--- src/hdl/hps_pkg.sv ---
// hps bridge shared definitions: command opcodes, bus widths and keyboard sequences
package hps_pkg;

	localparam int IO_W     = 16;
	localparam int STATUS_W = 32;
	localparam int JOY_W    = 32;
	localparam int ADDR_W   = 25;
	localparam int WIDX_W   = 10;

	// word index inside a frame, saturates at all ones
	typedef logic [WIDX_W-1:0] word_idx_t;

	localparam word_idx_t WORD_FIRST  = 10'd1;
	localparam word_idx_t WORD_SECOND = 10'd2;

	// host command opcodes, first word of every frame
	typedef enum logic [IO_W-1:0] {
		CMD_NONE        = 16'h0000,
		CMD_CFG         = 16'h0001,
		CMD_JOY0        = 16'h0002,
		CMD_JOY1        = 16'h0003,
		CMD_KBD         = 16'h0005,
		CMD_STATUS      = 16'h001E,
		CMD_UART        = 16'h0028,
		CMD_STATUS_REQ  = 16'h0029,
		CMD_MENUMASK    = 16'h002E,
		CMD_FILE_TX     = 16'h0053,
		CMD_FILE_TX_DAT = 16'h0054,
		CMD_FILE_INDEX  = 16'h0055,
		CMD_FILE_INFO   = 16'h0056
	} host_cmd_t;

	////////////////////
	// ps2 keyboard scan codes
	////////////////////
	localparam logic [7:0] KEY_SKIP  = 8'hFF;
	localparam logic [7:0] KEY_BREAK = 8'hF0;
	localparam logic [7:0] KEY_EXT   = 8'hE0;

	// multi-byte sequences that collapse to a single event
	localparam logic [31:0] SEQ_PRNSCR_DOWN = 32'hE012E07C;
	localparam logic [9:0]  REP_PRNSCR_DOWN = 10'h37C;
	localparam logic [31:0] SEQ_PRNSCR_UP   = 32'h7CE0F012;
	localparam logic [9:0]  REP_PRNSCR_UP   = 10'h17C;
	localparam logic [31:0] SEQ_PAUSE       = 32'hF014F077;
	localparam logic [9:0]  REP_PAUSE       = 10'h377;

	// tag nibble above the status request counter
	localparam logic [3:0] REQ_TAG = 4'hA;

endpackage
--- src/hdl/host_cmd_if.sv ---
// decoded host command frame, shared by the decoder and its consumers
interface host_cmd_if;

	// latched command, cleared one cycle after frame_end
	hps_pkg::host_cmd_t cmd;
	hps_pkg::word_idx_t word_idx;
	logic [hps_pkg::IO_W-1:0] data;

	// single cycle pulses
	logic cmd_word;
	logic data_word;
	logic frame_end;

	modport decoder (
		output cmd, word_idx, data,
		output cmd_word, data_word, frame_end
	);

	modport consumer (
		input cmd, word_idx, data,
		input cmd_word, data_word, frame_end
	);

endinterface

--- src/hdl/hps_bridge.sv ---
// hps bridge top: host command bus to core registers, key events and file download
module hps_bridge (
	input  logic                         clk_sys,
	input  logic                         reset,

	// host bus
	input  logic                         io_enable,
	input  logic                         io_strobe,
	input  logic [hps_pkg::IO_W-1:0]     io_din,
	output logic [hps_pkg::IO_W-1:0]     io_dout,

	// core status side
	input  logic [hps_pkg::STATUS_W-1:0] status_in,
	input  logic                         status_set,
	input  logic [hps_pkg::IO_W-1:0]     status_menumask,
	input  logic [hps_pkg::IO_W-1:0]     uart_mode,

	output logic [1:0]                   buttons,
	output logic                         forced_scandoubler,
	output logic [hps_pkg::JOY_W-1:0]    joystick_0,
	output logic [hps_pkg::JOY_W-1:0]    joystick_1,
	output logic [hps_pkg::STATUS_W-1:0] status,
	output logic [10:0]                  ps2_key,

	// download port
	output logic                         ioctl_download,
	output logic [7:0]                   ioctl_index,
	output logic                         ioctl_wr,
	output logic [hps_pkg::ADDR_W-1:0]   ioctl_addr,
	output logic [7:0]                   ioctl_dout,
	output logic [31:0]                  ioctl_file_ext
);

	host_cmd_if cmd_if ();

	host_cmd_decode i_decode (
		.clk_sys   (clk_sys),
		.reset     (reset),
		.io_enable (io_enable),
		.io_strobe (io_strobe),
		.io_din    (io_din),
		.cmd_if    (cmd_if.decoder)
	);

	host_reg_bank i_reg_bank (
		.clk_sys            (clk_sys),
		.reset              (reset),
		.cmd_if             (cmd_if.consumer),
		.buttons            (buttons),
		.forced_scandoubler (forced_scandoubler),
		.joystick_0         (joystick_0),
		.joystick_1         (joystick_1),
		.status             (status),
		.ps2_key            (ps2_key)
	);

	file_download i_download (
		.clk_sys        (clk_sys),
		.reset          (reset),
		.cmd_if         (cmd_if.consumer),
		.ioctl_download (ioctl_download),
		.ioctl_index    (ioctl_index),
		.ioctl_wr       (ioctl_wr),
		.ioctl_addr     (ioctl_addr),
		.ioctl_dout     (ioctl_dout),
		.ioctl_file_ext (ioctl_file_ext)
	);

	host_readback i_readback (
		.clk_sys         (clk_sys),
		.reset           (reset),
		.status_in       (status_in),
		.status_set      (status_set),
		.status_menumask (status_menumask),
		.uart_mode       (uart_mode),
		.cmd_if          (cmd_if.consumer),
		.io_dout         (io_dout)
	);

endmodule

--- src/hdl/host_readback.sv ---
// host readback: status change request capture and the registered io_dout word
module host_readback (
	input  logic                         clk_sys,
	input  logic                         reset,
	input  logic [hps_pkg::STATUS_W-1:0] status_in,
	input  logic                         status_set,
	input  logic [hps_pkg::IO_W-1:0]     status_menumask,
	input  logic [hps_pkg::IO_W-1:0]     uart_mode,
	host_cmd_if.consumer                 cmd_if,
	output logic [hps_pkg::IO_W-1:0]     io_dout
);

	logic                         status_set_q;
	logic [3:0]                   req_cnt;
	logic [hps_pkg::STATUS_W-1:0] status_req;

	////////////////////
	// status change request
	////////////////////
	always_ff @(posedge clk_sys) begin
		if (reset) begin
			status_set_q <= 1'b0;
			req_cnt      <= '0;
			status_req   <= '0;
		end else begin
			status_set_q <= status_set;
			if (status_set && !status_set_q) begin
				req_cnt    <= req_cnt + 1'b1;
				status_req <= status_in;
			end
		end
	end

	////////////////////
	// readback word
	////////////////////
	always_ff @(posedge clk_sys) begin
		if (reset) begin
			io_dout <= '0;
		end else if (cmd_if.frame_end) begin
			io_dout <= '0;
		end else if (cmd_if.cmd_word) begin
			io_dout <= '0;
			// counter goes out with the command word itself
			if (cmd_if.data == hps_pkg::CMD_STATUS_REQ)
				io_dout <= {8'h00, hps_pkg::REQ_TAG, req_cnt};
		end else if (cmd_if.data_word) begin
			io_dout <= '0;
			case (cmd_if.cmd)
				hps_pkg::CMD_STATUS_REQ: begin
					if (cmd_if.word_idx == hps_pkg::WORD_FIRST)
						io_dout <= status_req[15:0];
					else if (cmd_if.word_idx == hps_pkg::WORD_SECOND)
						io_dout <= status_req[31:16];
				end
				hps_pkg::CMD_MENUMASK: begin
					if (cmd_if.word_idx == hps_pkg::WORD_FIRST)
						io_dout <= status_menumask;
				end
				hps_pkg::CMD_UART: io_dout <= uart_mode;
				default: ;
			endcase
		end
	end

endmodule

--- src/hdl/file_download.sv ---
// file download engine: turns host transfer frames into ioctl byte writes
module file_download (
	input  logic                       clk_sys,
	input  logic                       reset,
	host_cmd_if.consumer               cmd_if,
	output logic                       ioctl_download,
	output logic [7:0]                 ioctl_index,
	output logic                       ioctl_wr,
	output logic [hps_pkg::ADDR_W-1:0] ioctl_addr,
	output logic [7:0]                 ioctl_dout,
	output logic [31:0]                ioctl_file_ext
);

	logic [hps_pkg::ADDR_W-1:0] addr;
	// write stage, ioctl_wr follows one clock later
	logic                       wr;

	always_ff @(posedge clk_sys) begin
		if (reset) begin
			ioctl_download <= 1'b0;
			ioctl_index    <= '0;
			ioctl_wr       <= 1'b0;
			ioctl_addr     <= '0;
			ioctl_dout     <= '0;
			ioctl_file_ext <= '0;
			addr           <= '0;
			wr             <= 1'b0;
		end else begin
			ioctl_wr <= wr;
			wr       <= 1'b0;

			if (cmd_if.data_word) begin
				case (cmd_if.cmd)
					hps_pkg::CMD_FILE_TX: begin
						if (cmd_if.data != '0) begin
							ioctl_download <= 1'b1;
							addr           <= '0;
						end else begin
							// end of transfer shows the byte count
							ioctl_download <= 1'b0;
							ioctl_addr     <= addr;
						end
					end
					hps_pkg::CMD_FILE_TX_DAT: begin
						ioctl_addr <= addr;
						ioctl_dout <= cmd_if.data[7:0];
						addr       <= addr + 1'b1;
						wr         <= 1'b1;
					end
					hps_pkg::CMD_FILE_INDEX: ioctl_index <= cmd_if.data[7:0];
					hps_pkg::CMD_FILE_INFO: begin
						if (cmd_if.word_idx == hps_pkg::WORD_FIRST)
							ioctl_file_ext[31:16] <= cmd_if.data;
						else if (cmd_if.word_idx == hps_pkg::WORD_SECOND)
							ioctl_file_ext[15:0] <= cmd_if.data;
					end
					default: ;
				endcase
			end
		end
	end

	// host paces data words, so writes never run back to back
	a_wr_pulse: assert property (@(posedge clk_sys) disable iff (reset)
		ioctl_wr |=> !ioctl_wr);

endmodule

--- src/hdl/host_reg_bank.sv ---
// host written registers: config byte, joysticks, status and the ps2 key event word
module host_reg_bank (
	input  logic                         clk_sys,
	input  logic                         reset,
	host_cmd_if.consumer                 cmd_if,
	output logic [1:0]                   buttons,
	output logic                         forced_scandoubler,
	output logic [hps_pkg::JOY_W-1:0]    joystick_0,
	output logic [hps_pkg::JOY_W-1:0]    joystick_1,
	output logic [hps_pkg::STATUS_W-1:0] status,
	output logic [10:0]                  ps2_key
);

	logic [7:0]  cfg;
	logic [31:0] key_raw;
	logic        key_skip;
	logic        pressed;
	logic        extended;
	logic [9:0]  key_next;

	assign buttons            = cfg[1:0];
	assign forced_scandoubler = cfg[4];

	////////////////////
	// key event decode
	////////////////////

	// byte before the code is the break prefix on release
	assign pressed = (key_raw[15:8] != hps_pkg::KEY_BREAK);

	// extended prefix sits one byte further back on release
	assign extended = pressed ? (key_raw[15:8] == hps_pkg::KEY_EXT) :
		(key_raw[23:16] == hps_pkg::KEY_EXT);

	always_comb begin
		key_next = {pressed, extended, key_raw[7:0]};
		if (key_raw == hps_pkg::SEQ_PRNSCR_DOWN)
			key_next = hps_pkg::REP_PRNSCR_DOWN;
		else if (key_raw == hps_pkg::SEQ_PRNSCR_UP)
			key_next = hps_pkg::REP_PRNSCR_UP;
		else if (key_raw == hps_pkg::SEQ_PAUSE)
			key_next = hps_pkg::REP_PAUSE;
	end

	////////////////////
	// register writes
	////////////////////
	always_ff @(posedge clk_sys) begin
		if (reset) begin
			cfg        <= '0;
			joystick_0 <= '0;
			joystick_1 <= '0;
			status     <= '0;
			key_raw    <= '0;
			key_skip   <= 1'b0;
			ps2_key    <= '0;
		end else begin
			if (cmd_if.cmd_word) begin
				key_skip <= 1'b0;
				if (cmd_if.data == hps_pkg::CMD_KBD)
					key_raw <= '0;
			end

			if (cmd_if.data_word) begin
				case (cmd_if.cmd)
					hps_pkg::CMD_CFG: cfg <= cmd_if.data[7:0];
					hps_pkg::CMD_JOY0: begin
						if (cmd_if.word_idx == hps_pkg::WORD_FIRST)
							joystick_0[15:0] <= cmd_if.data;
						else
							joystick_0[31:16] <= cmd_if.data;
					end
					hps_pkg::CMD_JOY1: begin
						if (cmd_if.word_idx == hps_pkg::WORD_FIRST)
							joystick_1[15:0] <= cmd_if.data;
						else
							joystick_1[31:16] <= cmd_if.data;
					end
					hps_pkg::CMD_STATUS: begin
						if (cmd_if.word_idx == hps_pkg::WORD_FIRST)
							status[15:0] <= cmd_if.data;
						else if (cmd_if.word_idx == hps_pkg::WORD_SECOND)
							status[31:16] <= cmd_if.data;
					end
					hps_pkg::CMD_KBD: begin
						// skip marker drops the rest of the frame
						if (cmd_if.data[15:8] == hps_pkg::KEY_SKIP)
							key_skip <= 1'b1;
						else if (!key_skip)
							key_raw <= {key_raw[23:0], cmd_if.data[7:0]};
					end
					default: ;
				endcase
			end

			if (cmd_if.frame_end) begin
				key_skip <= 1'b0;
				if (cmd_if.cmd == hps_pkg::CMD_KBD && !key_skip)
					ps2_key <= {~ps2_key[10], key_next};
			end
		end
	end

	// event toggle moves only on the edge right after a frame closes
	a_key_toggle: assert property (@(posedge clk_sys) disable iff (reset)
		$changed(ps2_key[10]) |-> $past(cmd_if.frame_end));

endmodule

--- src/hdl/host_cmd_decode.sv ---
// host bus framer: latches the command word and numbers the data words of a frame
module host_cmd_decode (
	input  logic                     clk_sys,
	input  logic                     reset,
	input  logic                     io_enable,
	input  logic                     io_strobe,
	input  logic [hps_pkg::IO_W-1:0] io_din,
	host_cmd_if.decoder              cmd_if
);

	hps_pkg::host_cmd_t cmd_q;
	hps_pkg::word_idx_t idx_q;
	logic               en_q;
	logic               strobe;

	assign strobe = io_enable & io_strobe;

	always_ff @(posedge clk_sys) begin
		if (reset) begin
			cmd_q <= hps_pkg::CMD_NONE;
			idx_q <= '0;
			en_q  <= 1'b0;
		end else begin
			en_q <= io_enable;
			if (!io_enable) begin
				cmd_q <= hps_pkg::CMD_NONE;
				idx_q <= '0;
			end else if (io_strobe) begin
				if (idx_q == '0)
					cmd_q <= hps_pkg::host_cmd_t'(io_din);
				// stick at the top for very long frames
				if (~&idx_q)
					idx_q <= idx_q + 1'b1;
			end
		end
	end

	assign cmd_if.cmd       = cmd_q;
	assign cmd_if.word_idx  = idx_q;
	assign cmd_if.data      = io_din;
	assign cmd_if.cmd_word  = strobe && (idx_q == '0);
	assign cmd_if.data_word = strobe && (idx_q != '0);
	assign cmd_if.frame_end = en_q && !io_enable;

	// the host leaves at least one idle cycle between strobes
	a_strobe_gap: assert property (@(posedge clk_sys) disable iff (reset)
		strobe |=> !strobe);

endmodule

--- config.mk ---
export PLATFORM = sky130hd
export DESIGN_NAME = hps_bridge
export DESIGN_NICKNAME = d
export VERILOG_FILES = /design/src/hdl/hps_pkg.sv /design/src/hdl/host_cmd_if.sv /design/src/hdl/hps_bridge.sv /design/src/hdl/host_readback.sv /design/src/hdl/file_download.sv /design/src/hdl/host_reg_bank.sv /design/src/hdl/host_cmd_decode.sv
export SDC_FILE = /design/constraint.sdc
export NUM_CORES = 1
export LEC_CHECK = 0
export ABC_AREA = 1
export BUFFER_PORTS_ARGS = -buffer_cell sky130_fd_sc_hd__buf_2
export CORE_ASPECT_RATIO = 1.1
export CORE_MARGIN = 2
export CORE_UTILIZATION = 57
export CTS_BUF_LIST = sky130_fd_sc_hd__clkbuf_8
export DETAILED_ROUTE_END_ITERATION = 10
export HOLD_SLACK_MARGIN = 0.05
export PLACE_DENSITY_LB_ADDON = 0.3
export SLEW_MARGIN = 25
export SYNTH_ARGS = -nofsm -noshare
export SYNTH_HDL_FRONTEND = slang
export SYNTH_SLANG_ARGS = --single-unit
export TNS_END_PERCENT = 10
--- constraint.sdc ---
create_clock -name clk_sys -period 2.35 [get_ports clk_sys]
set_input_delay 0.47 -clock clk_sys [delete_from_list [all_inputs] [get_ports clk_sys]]
set_output_delay 0.47 -clock clk_sys [all_outputs]
set_load 0.02 [all_outputs]
==> impl_metrics.json <==
{
  "path_class": "reg2reg",
  "finalPower_uw": 11300,
  "yosysWarningCount": 0,
  "synth_cell_types": 35,
  "vdd.ir_drop.worst_uv": 422,
  "path_clk_slew_ns": 0.07,
  "die_h_um": 170,
  "number_of_design_rule_violations_left_by_the_first_detailed_router_iteration": 1170,
  "topRoutingLayerUsed": "met4",
  "detailroute.via_count": 14863,
  "numCtsBuffers": 50,
  "total_track_usage_pct": 31.8,
  "synth.top_cells.by_area": "dfxtp_1 (45%), nand2_1 (12%), nor2_1 (10%), a21oi_1 (7.5%), o21ai_0 (6.8%)",
  "timing.critical_path.to_type": "register",
  "gp_congestion": 0.930,
  "mappedNetlistArea_sq_um": 14300,
  "synthTopCellsByCount": "nand2_1 (451), nor2_1 (386), dfxtp_1 (324)",
  "cts_hold_repair_buffers": 0,
  "timing.final.ws_setup_ns": 0.114,
  "wire_per_inst_um": 16.0,
  "drt_pass1_iterations": 6,
  "grt_overflow_total": 0,
  "synth_enable_flop_cells": 0,
  "design.portCount": 286,
  "worstMarginPinSlew_ns": 0.673,
  "die-area_sq_um": 26500,
  "cts_resized": 0,
  "ctsRootBufferMaster": "clkbuf_8",
  "maxSlewHeadroom_pct": 55.1,
  "synth_nets": 2193,
  "row_count": 60,
  "fin_crit_ns": 2.24,
  "yosysSeqAreaShare_pct": 45.2,
  "detail_route.wirelength.met1_um": 17900,
  "route.detailed.vias_per_inst": 5.45,
  "syn-mean-instance-area_sq_um": 6.83,
  "placement.io_buffers": 285,
  "routed_wirelength_um": 43600,
  "worstPathRequired_ns": 2.82,
  "fp.coreArea_sq_um": 24600,
  "layout.nets": 2469,
  "rsz0062_at_grt": "true",
  "first_global_vias": 13740,
  "route.met2.wl_um": 20600,
  "run_status": "complete, no violations",
  "synth.top_cell.area_share_pct": 45.2,
  "cts_tree": "yes",
  "antenna_found_initial": 0,
  "timing.final.crit_share_pct": 95.2,
  "async_reset_ff_share_pct": 0,
  "first_pass_grt_wire_length_um": 68600,
  "hold_viol_final": 0,
  "yosys_register_bits": 324,
  "areaGrowthSynthToFinish_pct": 20.0,
  "critical_path.max_fanout": 16,
  "clock_insertion_delay_worst_skew_ns": 0.61,
  "drc_violation_count_after_routing": 0,
  "synth_most_common_cell": "nand2_1",
  "final-max-slew-violation-count": 0,
  "hold_class": "in2reg",
  "cap_viol_max_count": 0,
  "die_width_um": 155,
  "finalClockSkew_ns": 0.0439,
  "final_hold_slack_ns": 0.122,
  "synth_area_leader_cell": "dfxtp_1",
  "initial_core_util_pct": 58.3,
  "antenna_violating_nets_post_route": 0,
  "count_of_final_setup_violators": 0,
  "post_cts.repair.setup_buffers": 0,
  "grt_start_max_net_pins": 79,
  "critical_path.startpoint": "i_decode.cmd_if.word_idx[0]",
  "dp_hpwl_um": 30200,
  "cellPowerDensity_nw_per_um2": 659,
  "postSynthCellCount": 2102,
  "power.static_leakage_uw": 0.00789,
  "synth_ff_type": "dfxtp_1",
  "dpl_worst_slack_ns": 0.0932,
  "wl_met3_um": 3240,
  "final_layout_size_suffix_gt1_share_pct": 18.6,
  "fmaxAchievable_mhz": 447,
  "fillCellCount": 2132,
  "critPathLaunchType": "register",
  "max-clock-path-buffers": 3,
  "worst_hold_startpoint": "status_in[8]",
  "critical_path_arrival_ns": 2.71,
  "regToRegStartpoint": "i_decode.cmd_if.word_idx[0]",
  "cts_max_level": 2,
  "cts_sinks": 324
}
## report_power, final
group	internal [uW]	total (uW)	switching (uW)
clock	2820	5090	2280
sequential	5560	5590	31.6
combinational	195	660	465
total	8570	11300	2770
## sequential cells by signal, indices dropped and copies added (netlist names), 4 cells and up
register and count:
i_readback.io_dout 16, i_reg_bank.key_raw 32, i_decode.cmd_if.word_idx 10, i_readback.status_req 32, i_reg_bank.joystick_1 32, i_readback.req_cnt 4
i_download.ioctl_dout 8, i_download.ioctl_addr 25, i_download.ioctl_index 8, i_download.addr 25, i_download.ioctl_file_ext 32, i_decode.cmd_if.cmd 16
i_reg_bank.status 32, i_reg_bank.ps2_key 11, i_reg_bank.joystick_0 32
## cell type report
cell class	count	area (sq um)	area share, %
Tap cell	310	388	2.25
Multi-Input combinational cell	1485	6690	38.8
Inverter	176	663	3.85
Clock inverter	28	254	1.47
Antenna cell	1	2.50	0.0145
Timing Repair Buffer	341	1900	11.0
Clock buffer	61	840	4.87
Sequential cell	324	6490	37.7
## stage by stage
| stage | utilization (%) | std cells | setup TNS, ns | area, sq um |
|---|---|---|---|---|
| 2_1_floorplan | - | 2102 | 0 | 14300 |
| 3_3_place_gp | 65.5 | 2636 | 0 | 16100 |
| 3_5_place_dp | 65.5 | 2636 | 0 | 16100 |
| 4_1_cts | 69.9 | 2725 | 0 | 17200 |
| 5_1_grt | 69.9 | 2725 | -0.0610 | 17200 |
| 6_report | 69.9 | 2726 | 0 | 17200 |
## layout by cell type, fill, tap and decap left out, types with 53 or more instances in the layout
cell type / instances
clkbuf_8: 61
inv_1: 179
nand2_1: 450
a21oi_1: 214
o21ai_0: 194
buf_4: 53
nand3_1: 114
dfxtp_1: 324
buf_2: 284
nor2_1: 385
## metal layers
| layer | vias up | global-route usage (%) |
|---|---|---|
| met1 | 6834 | 41.2 |
| met5 | - | 0 |
| li1 | 7300 | - |
| met2 | 585 | 52.2 |
| met4 | 0 | 14.2 |
| met3 | 144 | 5.70 |
## kinds of logic after synthesis
logic type	count (synthesis)	share of synthesized area [%]
compound gates	423	14.9
buf+inv	293	8.20
simple gates	1039	30.1
flops	324	45.2
fa+ha+maj	6	0.523
xor+xnor	17	1.04
## final timing paths
kind,end,cells after the start,slack (ns)
setup reg to reg,i_reg_bank.joystick_0[31],10,0.11
setup / recovery,i_reg_bank.joystick_0[31],10,0.11
hold reg to reg,i_download.ioctl_wr,2,0.41
hold / removal,i_readback.status_req[8],3,0.12
## critical path, cell delays in order, from the launching register on
cell     delay [ns]
dfxtp_1        0.39
inv_1          0.12
ha_1           0.21
nand2_1        0.10
nor2_4         0.06
nor2_4         0.29
inv_2          0.11
nor2_4         0.26
nand2_2        0.25
o21ai_0        0.25
nor2_1         0.07
(Power assumes the default switching activity.)
